`src/hdl/aguPkg.sv`:
```
package aguPkg;

    typedef logic [31:0] vaddrT;
    typedef logic [19:0] vpnT;
    // Only 32-bit physical space, so the top two Sv32 PPN bits are dropped
    typedef logic [19:0] ppnT;
    typedef logic [5:0]  tagT;
    typedef logic [31:0] pteT;

    typedef enum logic [2:0] {
        LB, LH, LW, LBU, LHU, SB, SH, SW
    } memOpE;

    typedef enum logic [1:0] {
        exNone, exMisalign, exPageFault, exAccessFault
    } exceptE;

    typedef enum logic {
        privUser, privSupervisor
    } privE;

    typedef enum logic [2:0] {
        wsIdle, wsLevel1Req, wsLevel1Wait, wsLevel0Req, wsLevel0Wait, wsFill
    } walkStateE;

    typedef struct packed {
        logic sv32en;
        ppnT  rootPpn;
        privE priv;
        logic sum;
        logic mxr;
    } vmemStateT;

    typedef struct packed {
        logic  valid;
        memOpE opcode;
        vaddrT srcA;
        vaddrT srcB;
        tagT   tag;
    } memOpT;

    typedef struct packed {
        logic       valid;
        tagT        tag;
        vaddrT      phys;
        logic [1:0] size;
        logic       signExtend;
        logic       isStore;
        logic [3:0] wmask;
        exceptE     exception;
    } aguResT;

    typedef struct packed {
        logic valid;
        vpnT  vpn;
    } walkReqT;

    // rwx is ordered {R, W, X}
    typedef struct packed {
        logic       valid;
        vpnT        vpn;
        ppnT        ppn;
        logic [2:0] rwx;
        logic       user;
        logic       pageFault;
    } tlbFillT;

endpackage

```
`src/hdl/addrGenUnit.sv`:
```
`timescale 1ns/1ps

module addrGenUnit
    import aguPkg::*;
#(
    parameter vaddrT physLimit = 32'h8000_0000
) (
    input  logic       clk,
    input  logic       rst,
    input  vmemStateT  vmem,
    input  memOpT      op,
    output logic       stall,
    output aguResT     res,
    output vpnT        lookupVpn,
    input  logic       tlbHit,
    input  ppnT        tlbPpn,
    input  logic [2:0] tlbRwx,
    input  logic       tlbUser,
    input  logic       tlbPageFault,
    output walkReqT    walkReq,
    input  logic       fillDone
);

    function automatic logic permFault(input logic [2:0] rwx, input logic pteUser,
                                       input logic store, input vmemStateT vm);
        logic readable;
        logic denied;
        readable = rwx[2] || (rwx[0] && vm.mxr);
        denied = store ? !rwx[1] : !readable;
        if (vm.priv == privUser && !pteUser)
            denied = 1'b1;
        if (vm.priv == privSupervisor && pteUser && !vm.sum)
            denied = 1'b1;
        return denied;
    endfunction

    memOpT  issue;
    memOpT  slot;
    logic   slotValid;
    logic   walkPending;
    logic   replayGo;
    vaddrT  addr;
    vaddrT  slotAddr;
    vaddrT  phys;
    logic   misalign;
    logic   miss;
    aguResT resC;

    assign stall = slotValid;

    // Replay slot takes the issue slot the cycle after its fill
    always_comb begin
        issue = replayGo ? slot : op;
        issue.valid = replayGo || (op.valid && !slotValid);
    end

    assign addr = issue.srcA + issue.srcB;
    assign slotAddr = slot.srcA + slot.srcB;
    assign lookupVpn = addr[31:12];
    assign phys = (vmem.sv32en && tlbHit) ? {tlbPpn, addr[11:0]} : addr;

    always_comb begin
        resC = '0;
        resC.tag = issue.tag;
        resC.phys = phys;
        resC.isStore = issue.opcode inside {SB, SH, SW};
        case (issue.opcode)
            LB: begin
                resC.signExtend = 1'b1;
            end
            LH: begin
                resC.size = 2'd1;
                resC.signExtend = 1'b1;
            end
            LHU, SH: resC.size = 2'd1;
            LW, SW:  resC.size = 2'd2;
            default: ;
        endcase

        // Loads carry no write mask
        if (resC.isStore) begin
            case (resC.size)
                2'd0:    resC.wmask = 4'b0001 << addr[1:0];
                2'd1:    resC.wmask = addr[1] ? 4'b1100 : 4'b0011;
                default: resC.wmask = 4'b1111;
            endcase
        end

        misalign = (resC.size == 2'd1 && addr[0]) ||
                   (resC.size == 2'd2 && addr[1:0] != 2'b00);
        miss = issue.valid && vmem.sv32en && !misalign && !tlbHit;

        if (misalign)
            resC.exception = exMisalign;
        else if (vmem.sv32en &&
                 (tlbPageFault || permFault(tlbRwx, tlbUser, resC.isStore, vmem)))
            resC.exception = exPageFault;
        else if (phys >= physLimit)
            resC.exception = exAccessFault;
        else
            resC.exception = exNone;

        resC.valid = issue.valid && !miss;
    end

    always_ff @(posedge clk) begin
        if (rst) begin
            slotValid <= 1'b0;
            walkPending <= 1'b0;
            replayGo <= 1'b0;
        end else begin
            replayGo <= fillDone;
            if (miss) begin
                slotValid <= 1'b1;
                walkPending <= 1'b1;
            end else if (replayGo) begin
                slotValid <= 1'b0;
            end
            if (fillDone)
                walkPending <= 1'b0;
        end
    end

    always_ff @(posedge clk) begin
        if (miss)
            slot <= issue;
    end

    always_ff @(posedge clk) begin
        res <= resC;
        if (rst)
            res.valid <= 1'b0;
    end

    assign walkReq = '{valid: walkPending, vpn: slotAddr[31:12]};

    assert property (@(posedge clk) disable iff (rst) stall |-> !op.valid)
        else $error("operation presented while stall is high");
    assert property (@(posedge clk) disable iff (rst) walkReq.valid && !fillDone |=> walkReq.valid)
        else $error("walk request dropped before its fill");
    assert property (@(posedge clk) disable iff (rst) fillDone |-> walkReq.valid)
        else $error("fill routed to a unit with no walk outstanding");

endmodule

```
`src/hdl/dataTlb.sv`:
```
`timescale 1ns/1ps

module dataTlb
    import aguPkg::*;
#(
    parameter int tlbEntries = 4
) (
    input  logic       clk,
    input  logic       rst,
    input  vpnT        lookupVpn,
    output logic       hit,
    output ppnT        ppn,
    output logic [2:0] rwx,
    output logic       user,
    output logic       pageFault,
    input  tlbFillT    fill
);

    localparam int idxW = (tlbEntries > 1) ? $clog2(tlbEntries) : 1;

    logic [tlbEntries-1:0] entryValid;
    vpnT                   entryVpn [tlbEntries];
    ppnT                   entryPpn [tlbEntries];
    logic [2:0]            entryRwx [tlbEntries];
    logic                  entryUser [tlbEntries];
    logic                  entryFault [tlbEntries];
    logic [idxW-1:0]       fillPtr;
    logic                  noDup;

    always_comb begin
        hit = 1'b0;
        ppn = '0;
        rwx = '0;
        user = 1'b0;
        pageFault = 1'b0;
        for (int i = 0; i < tlbEntries; i++) begin
            if (entryValid[i] && entryVpn[i] == lookupVpn) begin
                hit = 1'b1;
                ppn = entryPpn[i];
                rwx = entryRwx[i];
                user = entryUser[i];
                pageFault = entryFault[i];
            end
        end
    end

    always_ff @(posedge clk) begin
        if (rst) begin
            entryValid <= '0;
            fillPtr <= '0;
        end else if (fill.valid) begin
            entryValid[fillPtr] <= 1'b1;
            fillPtr <= (fillPtr == idxW'(tlbEntries - 1)) ? '0 : fillPtr + 1'b1;
        end
    end

    always_ff @(posedge clk) begin
        if (fill.valid) begin
            entryVpn[fillPtr] <= fill.vpn;
            entryPpn[fillPtr] <= fill.ppn;
            entryRwx[fillPtr] <= fill.rwx;
            entryUser[fillPtr] <= fill.user;
            entryFault[fillPtr] <= fill.pageFault;
        end
    end

    // Units only walk on a miss, so a vpn is never filled twice
    always_comb begin
        noDup = 1'b1;
        for (int i = 0; i < tlbEntries; i++) begin
            for (int j = i + 1; j < tlbEntries; j++) begin
                if (entryValid[i] && entryValid[j] && entryVpn[i] == entryVpn[j])
                    noDup = 1'b0;
            end
        end
    end

    assert property (@(posedge clk) disable iff (rst) noDup)
        else $error("duplicate vpn in TLB");

endmodule

```
`src/hdl/walkArbiter.sv`:
```
`timescale 1ns/1ps

module walkArbiter
    import aguPkg::*;
(
    input  logic    clk,
    input  logic    rst,
    input  walkReqT reqA,
    input  walkReqT reqB,
    output walkReqT walkReq,
    input  tlbFillT fillIn,
    output tlbFillT fillA,
    output tlbFillT fillB
);

    logic busy;
    // Current grant while busy, last served side otherwise
    logic lastB;
    logic otherReq;
    logic sameReq;

    assign otherReq = lastB ? reqA.valid : reqB.valid;
    assign sameReq = lastB ? reqB.valid : reqA.valid;

    // Fill cycle hands over straight to a waiting peer
    always_ff @(posedge clk) begin
        if (rst) begin
            busy <= 1'b0;
            lastB <= 1'b0;
        end else if (!busy || fillIn.valid) begin
            if (otherReq) begin
                busy <= 1'b1;
                lastB <= !lastB;
            end else begin
                busy <= sameReq && !busy;
            end
        end
    end

    assign walkReq = '{valid: busy, vpn: lastB ? reqB.vpn : reqA.vpn};

    always_comb begin
        fillA = fillIn;
        fillA.valid = fillIn.valid && busy && !lastB;
        fillB = fillIn;
        fillB.valid = fillIn.valid && busy && lastB;
    end

    assert property (@(posedge clk) disable iff (rst) fillIn.valid |-> busy)
        else $error("walker fill without a grant");

endmodule

```
`src/hdl/pageWalker.sv`:
```
`timescale 1ns/1ps

module pageWalker
    import aguPkg::*;
(
    input  logic      clk,
    input  logic      rst,
    input  vmemStateT vmem,
    input  walkReqT   req,
    output logic      memReq,
    output vaddrT     memAddr,
    input  pteT       memData,
    output tlbFillT   fill
);

    walkStateE  state;
    vpnT        walkVpn;
    ppnT        pteppn;
    logic [2:0] leafRwx;
    logic       leafUser;
    logic       leafFault;
    logic       leaf;
    logic       badPte;

    // PTE bits: V=0 R=1 W=2 X=3 U=4
    assign leaf = memData[1] || memData[3];
    assign badPte = !memData[0] || (memData[2] && !memData[1]);

    assign memReq = (state == wsLevel1Req) || (state == wsLevel0Req);

    always_comb begin
        if (state == wsLevel0Req)
            memAddr = {pteppn, 12'h000} + {20'h0, walkVpn[9:0], 2'b00};
        else
            memAddr = {vmem.rootPpn, 12'h000} + {20'h0, walkVpn[19:10], 2'b00};
    end

    always_ff @(posedge clk) begin
        if (rst) begin
            state <= wsIdle;
        end else begin
            case (state)
                wsIdle: begin
                    if (req.valid)
                        state <= wsLevel1Req;
                end
                wsLevel1Req:  state <= wsLevel1Wait;
                wsLevel1Wait: state <= (badPte || leaf) ? wsFill : wsLevel0Req;
                wsLevel0Req:  state <= wsLevel0Wait;
                wsLevel0Wait: state <= wsFill;
                default:      state <= wsIdle;
            endcase
        end
    end

    always_ff @(posedge clk) begin
        case (state)
            wsIdle: walkVpn <= req.vpn;
            wsLevel1Wait: begin
                pteppn <= memData[29:10];
                // Leaf at level 1 would be a superpage
                leafFault <= badPte || leaf;
            end
            wsLevel0Wait: begin
                pteppn <= memData[29:10];
                leafRwx <= {memData[1], memData[2], memData[3]};
                leafUser <= memData[4];
                leafFault <= badPte || !leaf;
            end
            default: ;
        endcase
    end

    always_comb begin
        fill.valid = (state == wsFill);
        fill.vpn = walkVpn;
        fill.ppn = pteppn;
        fill.rwx = leafRwx;
        fill.user = leafUser;
        fill.pageFault = leafFault;
    end

endmodule

```
`src/hdl/translateTop.sv`:
```
`timescale 1ns/1ps

module translateTop
    import aguPkg::*;
#(
    parameter vaddrT physLimit = 32'h8000_0000,
    parameter int tlbEntries = 4
) (
    input  logic      clk,
    input  logic      rst,
    input  vmemStateT vmem,
    input  memOpT     loadOp,
    input  memOpT     storeOp,
    output logic      loadStall,
    output logic      storeStall,
    output aguResT    loadRes,
    output aguResT    storeRes,
    output logic      memReq,
    output vaddrT     memAddr,
    input  pteT       memData
);

    vpnT        loadVpn;
    vpnT        storeVpn;
    logic       loadHit;
    logic       storeHit;
    ppnT        loadPpn;
    ppnT        storePpn;
    logic [2:0] loadRwx;
    logic [2:0] storeRwx;
    logic       loadUser;
    logic       storeUser;
    logic       loadPf;
    logic       storePf;
    walkReqT    loadWalk;
    walkReqT    storeWalk;
    walkReqT    walkReq;
    tlbFillT    walkerFill;
    tlbFillT    loadFill;
    tlbFillT    storeFill;

    addrGenUnit #(.physLimit(physLimit)) i_loadAgu (
        .clk(clk), .rst(rst), .vmem(vmem), .op(loadOp), .stall(loadStall), .res(loadRes),
        .lookupVpn(loadVpn), .tlbHit(loadHit), .tlbPpn(loadPpn), .tlbRwx(loadRwx),
        .tlbUser(loadUser), .tlbPageFault(loadPf), .walkReq(loadWalk),
        .fillDone(loadFill.valid)
    );

    addrGenUnit #(.physLimit(physLimit)) i_storeAgu (
        .clk(clk), .rst(rst), .vmem(vmem), .op(storeOp), .stall(storeStall), .res(storeRes),
        .lookupVpn(storeVpn), .tlbHit(storeHit), .tlbPpn(storePpn), .tlbRwx(storeRwx),
        .tlbUser(storeUser), .tlbPageFault(storePf), .walkReq(storeWalk),
        .fillDone(storeFill.valid)
    );

    dataTlb #(.tlbEntries(tlbEntries)) i_loadTlb (
        .clk(clk), .rst(rst), .lookupVpn(loadVpn), .hit(loadHit), .ppn(loadPpn),
        .rwx(loadRwx), .user(loadUser), .pageFault(loadPf), .fill(loadFill)
    );

    dataTlb #(.tlbEntries(tlbEntries)) i_storeTlb (
        .clk(clk), .rst(rst), .lookupVpn(storeVpn), .hit(storeHit), .ppn(storePpn),
        .rwx(storeRwx), .user(storeUser), .pageFault(storePf), .fill(storeFill)
    );

    walkArbiter i_walkArb (
        .clk(clk), .rst(rst), .reqA(loadWalk), .reqB(storeWalk), .walkReq(walkReq),
        .fillIn(walkerFill), .fillA(loadFill), .fillB(storeFill)
    );

    pageWalker i_walker (
        .clk(clk), .rst(rst), .vmem(vmem), .req(walkReq), .memReq(memReq),
        .memAddr(memAddr), .memData(memData), .fill(walkerFill)
    );

endmodule

```
`config.mk`:
```
export PLATFORM = sky130hd
export DESIGN_NAME = translateTop
export DESIGN_NICKNAME = d
export VERILOG_FILES = /design/src/hdl/aguPkg.sv /design/src/hdl/addrGenUnit.sv /design/src/hdl/dataTlb.sv /design/src/hdl/walkArbiter.sv /design/src/hdl/pageWalker.sv /design/src/hdl/translateTop.sv
export SDC_FILE = /design/constraint.sdc
export NUM_CORES = 1
export LEC_CHECK = 0
export BUFFER_PORTS_ARGS = -buffer_cell sky130_fd_sc_hd__buf_2
export CAP_MARGIN = 20
export CORE_UTILIZATION = 32
export CTS_BUF_LIST = sky130_fd_sc_hd__clkbuf_4 sky130_fd_sc_hd__clkbuf_8 sky130_fd_sc_hd__clkbuf_16
export DETAILED_ROUTE_END_ITERATION = 8
export GPL_ROUTABILITY_DRIVEN = 0
export PLACE_DENSITY = 0.46
export SLEW_MARGIN = 5
export SYNTH_ARGS = -nofsm -noshare
export SYNTH_HDL_FRONTEND = slang
export SYNTH_SLANG_ARGS = --single-unit
export TNS_END_PERCENT = 100
```
`constraint.sdc`:
```
create_clock -name clk -period 7.8 [get_ports clk]
set_clock_uncertainty 0.1 [all_clocks]
set_input_delay 1.56 -clock clk [delete_from_list [all_inputs] [get_ports clk]]
set_output_delay 1.56 -clock clk [all_outputs]
set_load 0.01 [all_outputs]
```
==> results.txt <==
Counting flops and latches in the post-synthesis netlist gives between 600 and 700. In this run the core area contains between 100 and 150 standard-cell rows. The final critical path takes up roughly nine tenths of the cycle.

The detailed-routed wire length on met2 came out at between 50000 and 60000 um. The detailed-router iteration count before antenna repair came out at 7. The clock-pin slew on the worst setup and hold paths came out at about 0.060 ns.

The number of endpoints failing setup at the final stage is 0. The number of buffers on the longest clock path came out at 3. The post-route minimum period came out at between 6 and 7 ns. The number of antenna violations at the first check in global routing is 8. The uppermost metal layer occupied by signal nets is met5. The quantity of hold-fixing buffers added after cts is 0.

The wire length per cell came out at 24.6 um. The clock net in this run drives a total of 672 sinks. The number of global-route vias before repair is approximately 25000.

The highest net fanout along the worst path came out at 8. The residual antenna-violating net count after detailed routing is 0. The met3 wirelength from detailed routing is ~7500 um. Max-cap violations in this run came to 0. Data on the critical path arrives at its endpoint at between 7 and 8 ns.

The first routing iteration left about 2200 violations. In the final routing, the length of wire on met1 measures between 50000 and 60000 um. The kind of path behind the tightest hold check is flip-flop to flip-flop. The chip width came out at ~330 um. The most used flip-flop cell after synthesis is sky130_fd_sc_hd__edfxtp_1. The number of H-tree branching levels came out at 3. The library cells used most frequently in the layout, excluding fill and tap cells, are sky130_fd_sc_hd__edfxtp_1 (551), sky130_fd_sc_hd__buf_2 (329), sky130_fd_sc_hd__nor2_1 (228).

The cell count after placement is ~4600. Summing all multi-input logic gate instances after layout gives 15100 um^2. For this configuration, the core starts out at a cell density of 32.4%. The power density relative to cell area came out at ~240 nW/um^2. Clock tree synthesis inserted a total of between 80 and 90 buffers.

The total overflow left after global routing is 0. The number of buffers added on ports is 329. The distinct cell type count of the synthesized netlist came out at 97.

For this block, the via count after detailed routing is between 20000 and 30000. The final total negative setup slack is 0 ns. The number of resized instances in the post-cts repair step came out at 0. TritonCTS built the clock tree. The area of the mapped netlist is approximately 35000 um^2.

The floorplan die area came out at 110000 um^2. CTS placed an instance of sky130_fd_sc_hd__clkbuf_16 at the clock tree root. After filler insertion, the fill cell instance count of the layout stands at around 10000. The buffer count from post-CTS setup fixing came out at 0. The final-report max-slew violation count came out at 0.

The post-route netlist has 23.8% of its cells at a drive strength greater than 1. The flow ran to the end, and the final reports show no timing, DRC or antenna violations. The number of warning messages in the yosys log is 0. The number of hold violations in the final report is 0.

Across the VDD grid, the largest voltage drop is roughly 0.00016 V. The cell count after synthesis is about 2900. The I/O pin count came out at ~340. The sequential fraction of the synthesis area came out at between 50% and 60%. In this run the static leakage power is around 15 nW. The average instance in the mapped netlist occupies 12.1 um^2. The overall global routing resource usage is ~21%. The first global-routing pass estimated 169000 um of wire. The standard cell core area is roughly 110000 um^2. Setup repair after global routing left no endpoint under its margin. For this run, asynchronously set or reset flops after synthesis account for 0%. The count of flip-flops with a built-in enable after synthesis is 551. The relative max-transition margin is between 30% and 40%.

The via count normalized by instance count came out at approximately 5.4. Leaving out fill and tap cells, the most frequent cell in the layout is sky130_fd_sc_hd__edfxtp_1. The flip-flop and latch area came out at roughly 19000 um^2. The worst setup path is captured at a flip-flop.

The critical path is of the input port to flip-flop type. The area added between synthesis and finish is 18.4%. The required time of the critical path is around 8 ns. The transition time at the pin with the least slew margin came out at approximately 1.0 ns. The post-route DRC violation count is 0. The startpoint type of the worst setup path is an input port. The total wire length after detailed routing is ~120000 um. Timing would allow up to roughly 140 MHz.

Entering global routing, the biggest net connects 76 pins. The finished layout holds 4717 standard cells, fillers aside. The HPWL reported at the end of detailed placement is approximately 85000 um. At the end of the flow, the number of nets in the layout was approximately 3600. The die is approximately 330 um tall. The clock latency on the worst-skew pair came out at approximately 0.65 ns.
[worst paths after layout]
check	start	end	slack, ns	cells past startpoint
min reg2reg	i_storeTlb.entryValid[0]	i_storeTlb.entryValid[0]	0.37	2
max	loadOp[25]	i_loadAgu.res[0]	0.83	18
max reg2reg	i_loadAgu.replayGo	i_loadAgu.res[0]	0.90	17
min	i_storeTlb.entryValid[0]	i_storeTlb.entryValid[0]	0.37	2
[Yosys cell counts (27+ instances only)]
cell	n	area (um^2)
sky130_fd_sc_hd__mux2_2	170	1910
sky130_fd_sc_hd__nand4_1	42	263
sky130_fd_sc_hd__inv_1	65	244
sky130_fd_sc_hd__a211oi_1	32	240
sky130_fd_sc_hd__xnor2_1	106	928
sky130_fd_sc_hd__nand2_1	155	582
sky130_fd_sc_hd__a21oi_1	188	941
sky130_fd_sc_hd__nor3_1	75	375
sky130_fd_sc_hd__nand2b_1	34	213
sky130_fd_sc_hd__mux2i_1	29	290
sky130_fd_sc_hd__xor2_1	73	639
sky130_fd_sc_hd__and3_1	27	169
sky130_fd_sc_hd__xnor3_1	45	1010
sky130_fd_sc_hd__ha_1	130	1630
sky130_fd_sc_hd__clkbuf_1	92	345
sky130_fd_sc_hd__dfxtp_1	121	2420
sky130_fd_sc_hd__a21o_1	36	270
sky130_fd_sc_hd__o21ai_0	90	450
sky130_fd_sc_hd__nand3_1	59	295
sky130_fd_sc_hd__nor2_1	229	860
sky130_fd_sc_hd__edfxtp_1	551	16500
sky130_fd_sc_hd__nor4_1	28	175
[state kept, by name, indices dropped and copies added (netlist names), 12 cells and up]
signal / cells
i_loadAgu.res: 49
i_loadAgu.slot: 73
i_loadTlb.entryPpn: 80
i_loadTlb.entryRwx: 12
i_loadTlb.entryVpn: 80
i_storeAgu.res: 49
i_storeAgu.slot: 73
i_storeTlb.entryPpn: 80
i_storeTlb.entryRwx: 12
i_storeTlb.entryVpn: 80
i_walker.pteppn: 20
i_walker.walkVpn: 20
[metal layers]
metal	vias up	global-route usage, %
li1	11757	-
met1	12639	29.9
met2	1004	31.6
met3	151	3.15
met4	4	5.36
met5	-	0
[critical path, cell delays in order]
cell and delay [ns]:
sky130_fd_sc_hd__buf_2 0.11, sky130_fd_sc_hd__mux2_2 0.27, sky130_fd_sc_hd__ha_1 0.41, sky130_fd_sc_hd__a21oi_1 0.52
sky130_fd_sc_hd__o21bai_1 0.29, sky130_fd_sc_hd__a211oi_1 0.57, sky130_fd_sc_hd__o21bai_1 0.26, sky130_fd_sc_hd__or2_2 0.41
sky130_fd_sc_hd__a2111oi_0 0.43, sky130_fd_sc_hd__nand4b_1 0.17, sky130_fd_sc_hd__nor4_1 0.60, sky130_fd_sc_hd__nand4_1 0.41
sky130_fd_sc_hd__a2111oi_0 0.48, sky130_fd_sc_hd__a211oi_1 0.10, sky130_fd_sc_hd__o31ai_1 0.30, sky130_fd_sc_hd__o41ai_1 0.15
sky130_fd_sc_hd__buf_4 0.18, sky130_fd_sc_hd__a21o_1 0.17
[metrics by stage]
stage / utilization (%) / setup slack (ns) / hold slack [ns] / power (mW) / instance area (um^2)
after floorplan: - / 0.483 / 0.339 / 5.32 / 34800
after global placement: 35.8 / 0.384 / 0.352 / 6.18 / 38400
after detailed placement: 35.8 / 0.374 / 0.360 / 6.19 / 38400
after CTS: 38.3 / 1.06 / 0.374 / 10.1 / 41200
after global routing: 38.4 / 0.509 / 0.405 / 10.4 / 41200
final: 38.4 / 0.834 / 0.369 / 10.0 / 41200
[final cells by class]
cell class	instances	share of cell area (%)
Sequential cell	672	46.1
Multi-Input combinational cell	2004	36.6
Clock buffer	119	5.95
Timing Repair Buffer	419	5.75
Tap cell	1403	4.26
Clock inverter	34	0.790
Inverter	65	0.596
Antenna cell	1	0.00608
[power breakdown]
group          leakage [nW]  total (mW)  switching, mW  internal, mW
clock                  1.40        3.90           1.57          2.33
combinational          7.86        1.76           1.10         0.664
sequential             6.02        4.36          0.214          4.15
[logic make-up after synthesis]
logic type      share of synthesized area [%]
simple gates                             11.9
flops                                    54.5
mux                                      6.34
fa+ha+maj                                4.79
xor+xnor                                 7.71
compound gates                           12.5
other cells                            0.0108
buf+inv                                  2.23
Power figures use the tool's default switching activity.
